--- config.mk ---
export PLATFORM = sky130hd
export DESIGN_NAME = nabp_processing_swappable
export DESIGN_NICKNAME = d
export VERILOG_FILES = /design/src/rtl/nabp_pkg.sv /design/src/rtl/nabp_line_buffer.sv /design/src/rtl/nabp_mapper.sv /design/src/rtl/nabp_processing_swappable.sv /design/src/rtl/nabp_shifter.sv /design/src/rtl/nabp_state_control.sv
export SDC_FILE = /design/constraint.sdc
export NUM_CORES = 1
export LEC_CHECK = 0
export BUFFER_PORTS_ARGS = -buffer_cell sky130_fd_sc_hd__clkbuf_2
export CAP_MARGIN = 20
export CORE_UTILIZATION = 60
export DETAILED_ROUTE_END_ITERATION = 6
export HOLD_SLACK_MARGIN = 0.02
export PLACE_DENSITY = 0.8
export SLEW_MARGIN = 10
export SYNTH_ARGS = -nofsm -noshare
export SYNTH_HDL_FRONTEND = slang
export SYNTH_SLANG_ARGS = --single-unit
--- constraint.sdc ---
create_clock -name clk -period 12 [get_ports clk]
set_input_delay 1.2 -clock clk [delete_from_list [all_inputs] [get_ports clk]]
set_output_delay 1.2 -clock clk [all_outputs]
set_load 0.005 [all_outputs]
--- src/rtl/nabp_pkg.sv ---
`default_nettype none

package nabp_pkg;

    // fixed-point layout shared by every accumulator
    localparam int ACCU_FRAC  = 8;
    localparam int S_WIDTH    = 10;
    localparam int ACCU_WIDTH = ACCU_FRAC + S_WIDTH;

    // settings for one iteration, from the swap controller
    typedef struct packed {
        // only bits ACCU_FRAC downto 0 are used
        logic [ACCU_WIDTH-1:0] shift_accu_base;
        logic [ACCU_WIDTH-1:0] map_accu_init;
        logic [ACCU_WIDTH-1:0] map_accu_base;
    } swap_params_t;

    // shifter to mapper
    typedef struct packed {
        logic kick;
        logic shift_en;
        logic done;
    } map_ctrl_t;

    // shifter to line buffer
    typedef struct packed {
        logic clear;
        logic shift_en;
    } lb_ctrl_t;

    // iteration sequencing
    typedef enum logic [2:0] {
        sc_idle,
        sc_fill,
        sc_swap,
        sc_shift,
        sc_next
    } sc_state_t;

endpackage

`default_nettype wire

--- src/rtl/nabp_line_buffer.sv ---
`timescale 1ns/1ps
`default_nettype none

module nabp_line_buffer
    import nabp_pkg::*;
#(
    parameter int DATA_WIDTH     = 16,
    parameter int NUM_PARTITIONS = 4,
    parameter int PARTITION_SIZE = 8
) (
    input  wire logic                  clk,
    input  wire lb_ctrl_t              lb_ctrl,
    input  wire logic [DATA_WIDTH-1:0] shift_in,
    output logic [(NUM_PARTITIONS-1)*DATA_WIDTH-1:0] taps
);

    localparam int DEPTH = (NUM_PARTITIONS - 1) * PARTITION_SIZE;

    // word 0 holds the most recent sample
    logic [DATA_WIDTH-1:0] line [DEPTH];

    always_ff @(posedge clk) begin
        if (lb_ctrl.clear) begin
            for (int i = 0; i < DEPTH; i++) begin
                line[i] <= '0;
            end
        end else if (lb_ctrl.shift_en) begin
            line[0] <= shift_in;
            for (int i = 1; i < DEPTH; i++) begin
                line[i] <= line[i-1];
            end
        end
    end

    // one tap at the end of every partition
    for (genvar k = 0; k < NUM_PARTITIONS - 1; k++) begin : g_tap
        assign taps[k*DATA_WIDTH +: DATA_WIDTH] = line[PARTITION_SIZE*(k+1)-1];
    end

endmodule

`default_nettype wire

--- src/rtl/nabp_mapper.sv ---
`timescale 1ns/1ps
`default_nettype none

module nabp_mapper
    import nabp_pkg::*;
(
    input  wire logic                  clk,
    input  wire logic                  reset,
    input  wire logic [ACCU_WIDTH-1:0] map_accu_init,
    input  wire logic [ACCU_WIDTH-1:0] map_accu_base,
    input  wire map_ctrl_t             map_ctrl,
    output logic [S_WIDTH-1:0]         fr_s_val
);

    logic [ACCU_WIDTH-1:0] accu;
    logic [ACCU_WIDTH-1:0] accu_next;

    // load on kick, step on shift, otherwise hold
    always_comb begin
        accu_next = accu;
        if (map_ctrl.kick) begin
            accu_next = map_accu_init;
        end else if (map_ctrl.shift_en && !map_ctrl.done) begin
            // wraps at ACCU_WIDTH
            accu_next = accu + map_accu_base;
        end
    end

    always_ff @(posedge clk) begin
        if (reset) begin
            accu     <= '0;
            fr_s_val <= '0;
        end else begin
            accu     <= accu_next;
            // integer part only goes to the RAM
            fr_s_val <= accu_next[ACCU_WIDTH-1:ACCU_FRAC];
        end
    end

endmodule

`default_nettype wire

--- src/rtl/nabp_processing_swappable.sv ---
`timescale 1ns/1ps
`default_nettype none

module nabp_processing_swappable
    import nabp_pkg::*;
#(
    parameter int DATA_WIDTH     = 16,
    parameter int NUM_PARTITIONS = 4,
    parameter int PARTITION_SIZE = 8
) (
    input  wire logic                  clk,
    input  wire logic                  reset,
    // swap controller
    input  wire swap_params_t          sw_params,
    input  wire logic                  sw_swap_ack,
    input  wire logic                  sw_next_itr_ack,
    // filtered RAM read data
    input  wire logic [DATA_WIDTH-1:0] fr_val,
    output logic                       sw_swap,
    output logic                       sw_next_itr,
    output logic                       sw_pe_en,
    // filtered RAM address
    output logic [S_WIDTH-1:0]         fr_s_val,
    // to PEs, tap 0 in the lowest slot
    output logic [NUM_PARTITIONS*DATA_WIDTH-1:0] pe_taps
);

    logic                  fill_kick;
    logic                  shift_kick;
    logic                  fill_done;
    logic                  shift_done;
    logic [ACCU_WIDTH-1:0] shift_accu_base;
    logic [ACCU_WIDTH-1:0] map_accu_init;
    logic [ACCU_WIDTH-1:0] map_accu_base;
    map_ctrl_t             map_ctrl;
    lb_ctrl_t              lb_ctrl;
    lb_ctrl_t              lb_ctrl_rst;
    logic [DATA_WIDTH-1:0] tap0;
    logic [(NUM_PARTITIONS-1)*DATA_WIDTH-1:0] lb_taps;

    nabp_state_control state_control (
        .clk             (clk),
        .reset           (reset),
        .sw_params       (sw_params),
        .sw_swap_ack     (sw_swap_ack),
        .sw_next_itr_ack (sw_next_itr_ack),
        .fill_done       (fill_done),
        .shift_done      (shift_done),
        .sw_swap         (sw_swap),
        .sw_next_itr     (sw_next_itr),
        .fill_kick       (fill_kick),
        .shift_kick      (shift_kick),
        .shift_accu_base (shift_accu_base),
        .map_accu_init   (map_accu_init),
        .map_accu_base   (map_accu_base)
    );

    nabp_shifter #(
        .NUM_PARTITIONS (NUM_PARTITIONS),
        .PARTITION_SIZE (PARTITION_SIZE)
    ) shifter (
        .clk             (clk),
        .reset           (reset),
        .fill_kick       (fill_kick),
        .shift_kick      (shift_kick),
        .shift_accu_base (shift_accu_base),
        .fill_done       (fill_done),
        .shift_done      (shift_done),
        .map_ctrl        (map_ctrl),
        .lb_ctrl         (lb_ctrl),
        .sw_pe_en        (sw_pe_en)
    );

    nabp_mapper mapper (
        .clk           (clk),
        .reset         (reset),
        .map_accu_init (map_accu_init),
        .map_accu_base (map_accu_base),
        .map_ctrl      (map_ctrl),
        .fr_s_val      (fr_s_val)
    );

    // RAM data one cycle after the address, registered here as tap 0
    always_ff @(posedge clk) begin
        tap0 <= fr_val;
    end

    // line buffer also empties while reset is held
    assign lb_ctrl_rst = '{clear: lb_ctrl.clear | reset, shift_en: lb_ctrl.shift_en};

    nabp_line_buffer #(
        .DATA_WIDTH     (DATA_WIDTH),
        .NUM_PARTITIONS (NUM_PARTITIONS),
        .PARTITION_SIZE (PARTITION_SIZE)
    ) line_buffer (
        .clk      (clk),
        .lb_ctrl  (lb_ctrl_rst),
        .shift_in (tap0),
        .taps     (lb_taps)
    );

    assign pe_taps = {lb_taps, tap0};

endmodule

`default_nettype wire

--- src/rtl/nabp_shifter.sv ---
`timescale 1ns/1ps
`default_nettype none

module nabp_shifter
    import nabp_pkg::*;
#(
    parameter int NUM_PARTITIONS = 4,
    parameter int PARTITION_SIZE = 8
) (
    input  wire logic                  clk,
    input  wire logic                  reset,
    input  wire logic                  fill_kick,
    input  wire logic                  shift_kick,
    input  wire logic [ACCU_WIDTH-1:0] shift_accu_base,
    output logic                       fill_done,
    output logic                       shift_done,
    output map_ctrl_t                  map_ctrl,
    output lb_ctrl_t                   lb_ctrl,
    output logic                       sw_pe_en
);

    localparam int FILL_LEN  = NUM_PARTITIONS * PARTITION_SIZE;
    localparam int CNT_WIDTH = $clog2(FILL_LEN + 1);

    typedef enum logic [1:0] {
        sh_idle,
        sh_fill,
        sh_shift,
        sh_drain
    } sh_state_t;

    sh_state_t            state;
    logic [CNT_WIDTH-1:0] cnt;
    logic [ACCU_FRAC-1:0] phase;
    logic [ACCU_FRAC:0]   phase_sum;
    logic                 fill_pass;
    logic                 kick_q;
    logic                 clear_q;
    logic                 map_shift_q;
    logic                 done_q;
    // covers RAM latency plus the tap 0 register
    logic [1:0]           dly;

    // step of at most one whole sample per cycle, bit ACCU_FRAC is the carry
    assign phase_sum = {1'b0, phase} + shift_accu_base[ACCU_FRAC:0];

    always_ff @(posedge clk) begin
        if (reset) begin
            state       <= sh_idle;
            cnt         <= '0;
            phase       <= '0;
            fill_pass   <= 1'b0;
            kick_q      <= 1'b0;
            clear_q     <= 1'b0;
            map_shift_q <= 1'b0;
            done_q      <= 1'b0;
            fill_done   <= 1'b0;
            shift_done  <= 1'b0;
            sw_pe_en    <= 1'b0;
            dly         <= '0;
        end else begin
            kick_q     <= 1'b0;
            clear_q    <= 1'b0;
            done_q     <= 1'b0;
            fill_done  <= 1'b0;
            shift_done <= 1'b0;
            dly        <= {dly[0], map_shift_q};
            case (state)
                sh_idle: begin
                    if (fill_kick) begin
                        kick_q    <= 1'b1;
                        clear_q   <= 1'b1;
                        cnt       <= '0;
                        fill_pass <= 1'b1;
                        state     <= sh_fill;
                    end else if (shift_kick) begin
                        // first PE cycle, phase starts from zero
                        sw_pe_en    <= 1'b1;
                        map_shift_q <= phase_sum[ACCU_FRAC];
                        phase       <= phase_sum[ACCU_FRAC-1:0];
                        cnt         <= CNT_WIDTH'(1);
                        fill_pass   <= 1'b0;
                        state       <= sh_shift;
                    end
                end
                sh_fill: begin
                    if (cnt == CNT_WIDTH'(FILL_LEN)) begin
                        map_shift_q <= 1'b0;
                        state       <= sh_drain;
                    end else begin
                        map_shift_q <= 1'b1;
                        cnt         <= cnt + 1'b1;
                    end
                end
                sh_shift: begin
                    if (cnt == CNT_WIDTH'(PARTITION_SIZE)) begin
                        sw_pe_en    <= 1'b0;
                        map_shift_q <= 1'b0;
                        state       <= sh_drain;
                    end else begin
                        map_shift_q <= phase_sum[ACCU_FRAC];
                        phase       <= phase_sum[ACCU_FRAC-1:0];
                        cnt         <= cnt + 1'b1;
                    end
                end
                sh_drain: begin
                    // last line buffer shift happens this cycle at the latest
                    if (!dly[0]) begin
                        done_q     <= 1'b1;
                        fill_done  <= fill_pass;
                        shift_done <= !fill_pass;
                        phase      <= '0;
                        state      <= sh_idle;
                    end
                end
                default: begin
                    state <= sh_idle;
                end
            endcase
        end
    end

    assign map_ctrl = '{kick: kick_q, shift_en: map_shift_q, done: done_q};
    assign lb_ctrl  = '{clear: clear_q, shift_en: dly[1]};

endmodule

`default_nettype wire

--- src/rtl/nabp_state_control.sv ---
`timescale 1ns/1ps
`default_nettype none

module nabp_state_control
    import nabp_pkg::*;
(
    input  wire logic                  clk,
    input  wire logic                  reset,
    // swap controller side
    input  wire swap_params_t          sw_params,
    input  wire logic                  sw_swap_ack,
    input  wire logic                  sw_next_itr_ack,
    // from shifter
    input  wire logic                  fill_done,
    input  wire logic                  shift_done,
    // requests to swap controller
    output logic                       sw_swap,
    output logic                       sw_next_itr,
    // to shifter
    output logic                       fill_kick,
    output logic                       shift_kick,
    output logic [ACCU_WIDTH-1:0]      shift_accu_base,
    // to mapper
    output logic [ACCU_WIDTH-1:0]      map_accu_init,
    output logic [ACCU_WIDTH-1:0]      map_accu_base
);

    sc_state_t    state;
    swap_params_t params_q;
    logic         start_itr;

    // new iteration: first cycle out of reset, or next-iteration acknowledged
    assign start_itr = (state == sc_idle) || (state == sc_next && sw_next_itr_ack);

    // settings held for the whole iteration
    always_ff @(posedge clk) begin
        if (start_itr) begin
            params_q <= sw_params;
        end
    end

    assign shift_accu_base = params_q.shift_accu_base;
    assign map_accu_init   = params_q.map_accu_init;
    assign map_accu_base   = params_q.map_accu_base;

    always_ff @(posedge clk) begin
        if (reset) begin
            state       <= sc_idle;
            sw_swap     <= 1'b0;
            sw_next_itr <= 1'b0;
            fill_kick   <= 1'b0;
            shift_kick  <= 1'b0;
        end else begin
            // kicks are single-cycle pulses
            fill_kick  <= 1'b0;
            shift_kick <= 1'b0;
            case (state)
                sc_idle: begin
                    fill_kick <= 1'b1;
                    state     <= sc_fill;
                end
                sc_fill: begin
                    if (fill_done) begin
                        sw_swap <= 1'b1;
                        state   <= sc_swap;
                    end
                end
                sc_swap: begin
                    // request held until acknowledged
                    if (sw_swap_ack) begin
                        sw_swap    <= 1'b0;
                        shift_kick <= 1'b1;
                        state      <= sc_shift;
                    end
                end
                sc_shift: begin
                    if (shift_done) begin
                        sw_next_itr <= 1'b1;
                        state       <= sc_next;
                    end
                end
                sc_next: begin
                    if (sw_next_itr_ack) begin
                        sw_next_itr <= 1'b0;
                        fill_kick   <= 1'b1;
                        state       <= sc_fill;
                    end
                end
                default: begin
                    state <= sc_idle;
                end
            endcase
        end
    end

endmodule

`default_nettype wire

==> impl_metrics.env, run 1 <==
export IMPL_status="complete, no violations"
export IMPL_postCtsHoldBufs=0
export IMPL_yosysWarnings=0
export IMPL_grt_max_degree=225
export IMPL_powerDensity_nw_per_um2=198
export IMPL_hold_path_depth=1
export IMPL_min_path_type="reg2reg"
export IMPL_vdd_drop_max_mv=0.133
export IMPL_die_height_um=183
export IMPL_r2r_slack_ns=8.71
export IMPL_hpwl_um=17200
export IMPL_clock_path_buffers=3
export IMPL_tns_ns=0
export IMPL_synth_edf_count=429
export IMPL_critical_path_slowest_cell="nor2_4"
export IMPL_coreArea_um2=32500
export IMPL_min_to="shifter.shift_done"
export IMPL_globalRouteMet1Util=0.243
export IMPL_slew_violations=0
export IMPL_max_cap_violations=0
export IMPL_synth_cell_area_um2=19700
export IMPL_pin_count=151
export IMPL_arrival_ns=4.33
export IMPL_synth_top_area_share=0.653
export IMPL_groute_layer_met2_usage=0.290
export IMPL_drcViolationCount=0
export IMPL_dieArea_um2=33600
export IMPL_postRouteAntennaNets=0
export IMPL_area_growth_pct=10.9
export IMPL_htreeDepth=2
export IMPL_cts_setup_buffers=0
export IMPL_grt_overflow=0
export IMPL_synthCells=1390
export IMPL_ys_ff_latch=495
export IMPL_internal_power_mw=3.24
export IMPL_pwr_share_clk=0.337
export IMPL_layout_common_cells="edfxtp_1, and3_1, clkbuf_2"
export IMPL_cts_resized=0
export IMPL_path_max_fanout=107
export IMPL_reg2reg_depth=2
export IMPL_yosysSeqAreaShare=0.720
export IMPL_synth_nets=1498
export IMPL_antenna_found_initial=0
export IMPL_synth_top_area_cell="edfxtp_1"
export IMPL_grt_pass1_wl_um=48700
export IMPL_power_frac_comb=0.143
export IMPL_hold_viol_final=0
export IMPL_slowest_delay_ns=0.78
export IMPL_seq_power_share=0.520
export IMPL_nets=1550
export IMPL_fin_area_um2=21900
export IMPL_reg2reg_to="line_buffer.line[0][327]"
export IMPL_gp_congestion=0.803
export IMPL_cts_root_buffer="clkbuf_16"
export IMPL_layoutNonFillerInstCount=1921
export IMPL_num_fill_cells=2208
export IMPL_skew_ns=0.0143
export IMPL_rsz0062_at_grt="no"
export IMPL_final_common_cell="edfxtp_1"
export IMPL_track_usage=0.180
export IMPL_yosys_top_cells_area="edfxtp_1, and3_1, dfxtp_1"
export IMPL_drtIter0Drc=956
export IMPL_dpl_cell_area_um2=20300
export IMPL_grt_busiest_layer="met2"
export IMPL_syn_area_per_cell_um2=14.2
export IMPL_path_common_cell="buf_4"
export IMPL_drtPass1Iterations=5
export IMPL_wl_um=30200
export IMPL_clk_latency_ns=0.56
export IMPL_drive_gt1_frac=0.162
export IMPL_n_antenna_cell=0
export IMPL_critPathCaptureType="register"
export IMPL_p_leak_nw=9.48
export IMPL_fin_crit_ns=3.92
export IMPL_routedWlPerCell_um=15.7
export IMPL_start_kind="primary input"
export IMPL_numCtsBuffers=48
export IMPL_synth_flop_cell="edfxtp_1"
export IMPL_max_slew_margin=0.256
export IMPL_clkTransAtPathRegs_ns=0.06
export IMPL_r2r_start="shifter.dly[1]"
export IMPL_grtUsageMet3=0.0353
export IMPL_worstMarginPinSlew_ns=1.12
export IMPL_switching_power_mw=1.09
export IMPL_die_x_um=183
export IMPL_swShare=0.251
export IMPL_synth_cell_types=60
export IMPL_io_buffers=141
export IMPL_vias=10700
export IMPL_finish_utilization=0.674
export IMPL_vias_per_cell=5.55
export IMPL_period_share=0.326
export IMPL_setup_viol=0
export IMPL_cp_cell_sequence="clkbuf_2 > buf_4 > nor2_4 > buf_4 > buf_4 > buf_12 > and3_1"
export IMPL_dp_cells=1831
export IMPL_worstHoldStart="shifter.fill_pass"
export IMPL_grt_pass1_vias=10000
export IMPL_rows=66
export IMPL_cp_required_ns=12.41
export IMPL_path_class="in2reg"
export IMPL_async_flop_share=0
export IMPL_start_util=0.608
export IMPL_clock_sinks=495
export IMPL_clock_fmax_ghz=0.255
export IMPL_tritoncts="yes"
registers in the layout, summed over array words and instances (netlist names), 2 cells and up:
signal	count
shifter.cnt	6
shifter.state	2
shifter.dly	2
shifter.phase	8
state_control.shift_accu_base	9
state_control.map_accu_base	18
state_control.state	3
mapper.accu	18
tap0	16
line_buffer.line	384
state_control.map_accu_init	18
worst max path at each step:
stage / from / to / slack (ns) / depth (start not counted)
floorplan: reset / line_buffer.line[0][0] / 1.43 / 3
global placement: reset / line_buffer.line[0][171] / 7.36 / 6
detailed placement: reset / line_buffer.line[0][171] / 7.33 / 6
CTS: reset / line_buffer.line[0][171] / 7.91 / 6
global route: reset / line_buffer.line[0][171] / 7.75 / 7
finish: reset / line_buffer.line[0][277] / 8.08 / 7
cell type report:
class | instances | area, um2 | share of cell area
repair buffers | 153 | 841 | 0.0384
multi-input cells | 722 | 4630 | 0.212
clock buffers | 66 | 1350 | 0.0618
inverters | 22 | 82.6 | 0.00378
clock inverters | 21 | 205 | 0.00938
well taps | 442 | 553 | 0.0253
flip-flops and latches | 495 | 14200 | 0.649
kinds of logic (layout without fill, tap and decap cells):
group	count (synthesis)	in the layout	synth area share
adders and majority gates	34	34	0.0223
DFF	495	495	0.720
xor gates and xnor gates	13	13	0.00577
buffers and inverters	173	262	0.0455
muxes	3	3	0.00152
AOI/OAI and AO/OA	129	129	0.0435
and+or+nand+nor	543	543	0.161
power groups by stage:
| stage | logic [mW] | registers [mW] | clock network, mW |
|---|---|---|---|
| floorplan | 0.512 | 2.30 | 0 |
| global placement | 0.585 | 2.28 | 0 |
| detailed placement | 0.611 | 2.29 | 0 |
| CTS | 0.616 | 2.25 | 1.49 |
| global route | 0.694 | 2.28 | 1.56 |
| finish | 0.619 | 2.25 | 1.46 |
critical path, delay by kind of cell:
| kind | cells | cell delay [ns] |
|---|---|---|
| buffers and inverters | 5 | 2.04 |
| and+or+nand+nor | 2 | 0.99 |
cell usage after synthesis (4+ instances only):
library cell / n
edfxtp_1: 429
clkbuf_1: 85
dfxtp_1: 66
inv_1: 22
nand2_1: 42
nor3b_1: 6
nor3_1: 11
and3_1: 290
o211ai_1: 4
and2_1: 99
or3_1: 6
nor2_1: 49
buf_4: 58
a21oi_1: 53
nor2b_1: 9
nand3_1: 8
a211o_1: 6
xor2_1: 5
a21o_1: 12
o21a_1: 4
a22oi_1: 5
a221oi_1: 5
ha_1: 32
o21ai_0: 15
xnor2_1: 8
nand3b_1: 4
metrics by stage:
| step | hold WS (ns) | total power [mW] | setup slack (ns) |
|---|---|---|---|
| after floorplan | 0.406 | 2.81 | 1.43 |
| after global placement | 0.433 | 2.86 | 7.36 |
| after detailed placement | 0.455 | 2.90 | 7.33 |
| after CTS | 0.465 | 4.36 | 7.91 |
| after global routing | 0.481 | 4.53 | 7.75 |
| final | 0.463 | 4.33 | 8.08 |
metal layers:
layer	up-vias	wire length, um
met5	-	0
met4	0	869
met3	73	1510
met2	279	14800
met1	5114	13100
li1	5192	-
Power figures use the tool's default switching activity.
==> run 2: changes to the inputs <==
Clock period 12 ns to 3.8 ns, I/O delays scaled along.
==> run 2 against run 1 <==
Register-to-register slack worse by 7.7 ns. Highest routed layer unchanged. Critical path type is now reg2reg. Via count is 3.0% higher. Core utilization is 1.7 points higher. Combinational power grew to 3.3 times the previous value.
==> impl_metrics.env, run 2 (synthesis gave the netlist of run 1 again) <==
export IMPL_status="complete, no violations"
export IMPL_nets=1612
export IMPL_tns_ns=0
export IMPL_postRouteAntennaNets=0
export IMPL_vdd_drop_max_mv=0.413
export IMPL_hold_viol_final=0
export IMPL_drcViolationCount=0
export IMPL_skew_ns=0.0144
export IMPL_setup_viol=0
export IMPL_rows=66
export IMPL_routedWlPerCell_um=16.6
export IMPL_clkTransAtPathRegs_ns=0.06
export IMPL_vias_per_cell=5.52
export IMPL_globalRouteMet1Util=0.249
export IMPL_vias=11000
export IMPL_start_util=0.608
export IMPL_p_leak_nw=9.68
export IMPL_clock_sinks=495
export IMPL_area_growth_pct=13.7
export IMPL_die_x_um=183
export IMPL_clock_fmax_ghz=0.363
export IMPL_drtIter0Drc=935
export IMPL_max_cap_violations=0
export IMPL_grt_overflow=0
export IMPL_dieArea_um2=33600
export IMPL_path_class="reg2reg"
export IMPL_grt_pass1_wl_um=52200
export IMPL_antenna_found_initial=1
export IMPL_top_register="line_buffer.line"
export IMPL_arrival_ns=3.20
export IMPL_hold_slack_ns=0.105
export IMPL_drive_gt1_frac=0.149
export IMPL_cp_required_ns=4.24
export IMPL_grtUsageMet3=0.0387
export IMPL_hpwl_um=17700
export IMPL_critPathCaptureType="register"
export IMPL_cts_setup_buffers=0
export IMPL_cts_root_buffer="clkbuf_16"
export IMPL_groute_layer_met2_usage=0.329
export IMPL_p_total_mw=13.5
export IMPL_layout_common_cells="edfxtp_1, and3_1, clkbuf_2"
export IMPL_coreArea_um2=32500
export IMPL_clk_latency_ns=0.57
export IMPL_drtPass1Iterations=7
export IMPL_max_slew_margin=0.344
export IMPL_min_path_type="in2reg"
export IMPL_die_height_um=183
export IMPL_rsz0062_at_grt="no"
export IMPL_wl_um=33000
export IMPL_slew_violations=0
export IMPL_worstMarginPinSlew_ns=0.985
export IMPL_clock_path_buffers=3
export IMPL_grt_max_degree=255
export IMPL_path_max_fanout=4
export IMPL_htreeDepth=2
export IMPL_numCtsBuffers=48
export IMPL_fin_crit_ns=2.76
export IMPL_largest_reg_flops=384
export IMPL_start_kind="register"
export IMPL_gp_congestion=0.804
export IMPL_grt_busiest_layer="met2"
export IMPL_tritoncts="yes"
export IMPL_io_buffers=141
export IMPL_pin_count=151
export IMPL_grt_pass1_vias=10600
export IMPL_track_usage=0.195
export IMPL_powerDensity_nw_per_um2=602
export IMPL_period_share=0.725
export IMPL_final_common_cell="edfxtp_1"
==> run 2: timing repair <==
action | CTS | global route
gates resized for setup | 0 | 0
hold buffers | 61 | 0
endpoints found under the hold margin | 61 | 0
==> run 2: where the power goes <==
| part | internal (mW) | switching (mW) |
|---|---|---|
| registers | 6.80 | 0.283 |
| logic | 0.790 | 1.28 |
| clock network | 2.43 | 1.91 |
| total | 10.0 | 3.47 |
==> run 2: path summary, 6_finish.rpt <==
path | startpoint | endpoint | slack, ns | cells past startpoint
worst min register to register | shifter.fill_pass | shifter.shift_done | 0.45 | 1
worst max register to register | state_control.map_accu_base[0] | mapper.accu[16] | 1.04 | 8
worst max-delay path | state_control.map_accu_base[0] | mapper.accu[16] | 1.04 | 8
worst min-delay path | sw_swap_ack | state_control.shift_kick | 0.10 | 3
==> run 2: critical path, stage by stage, from the launching register on <==
cell	delay (ns)
edfxtp_1	0.38
ha_1	0.26
fa_1	0.46
a21o_1	0.24
a221oi_2	0.37
o211ai_2	0.21
a31oi_2	0.32
o21ai_0	0.13
a211o_1	0.27
==> run 2: cell type report <==
class | count | area [um2]
inverters | 22 | 82.6
clock buffers | 71 | 1290
diodes | 1 | 2.50
fillers | 2112 | 10000
well taps | 442 | 553
clock inverters | 19 | 148
repair buffers | 215 | 1500
multi-input cells | 722 | 4640
flip-flops and latches | 495 | 14200
==> run 2: layer usage <==
metal	vias up	wire length, um
met5	-	0
met4	0	1020
met3	80	1680
met2	291	16600
met1	5304	13700
li1	5303	-
==> run 2: through the flow <==
| stage | cell area [um2] | cells | utilization | worst slack (ns) |
|---|---|---|---|---|
| after detailed placement | 20300 | 1834 | 0.627 | 1.13 |
| after CTS | 22400 | 1985 | 0.690 | 1.09 |
| after global placement | 20300 | 1834 | 0.627 | 1.20 |
| final | 22400 | 1987 | 0.691 | 1.04 |
| after global routing | 22400 | 1987 | 0.691 | 0.897 |
| after floorplan | 19700 | 1390 | - | 0.0139 |
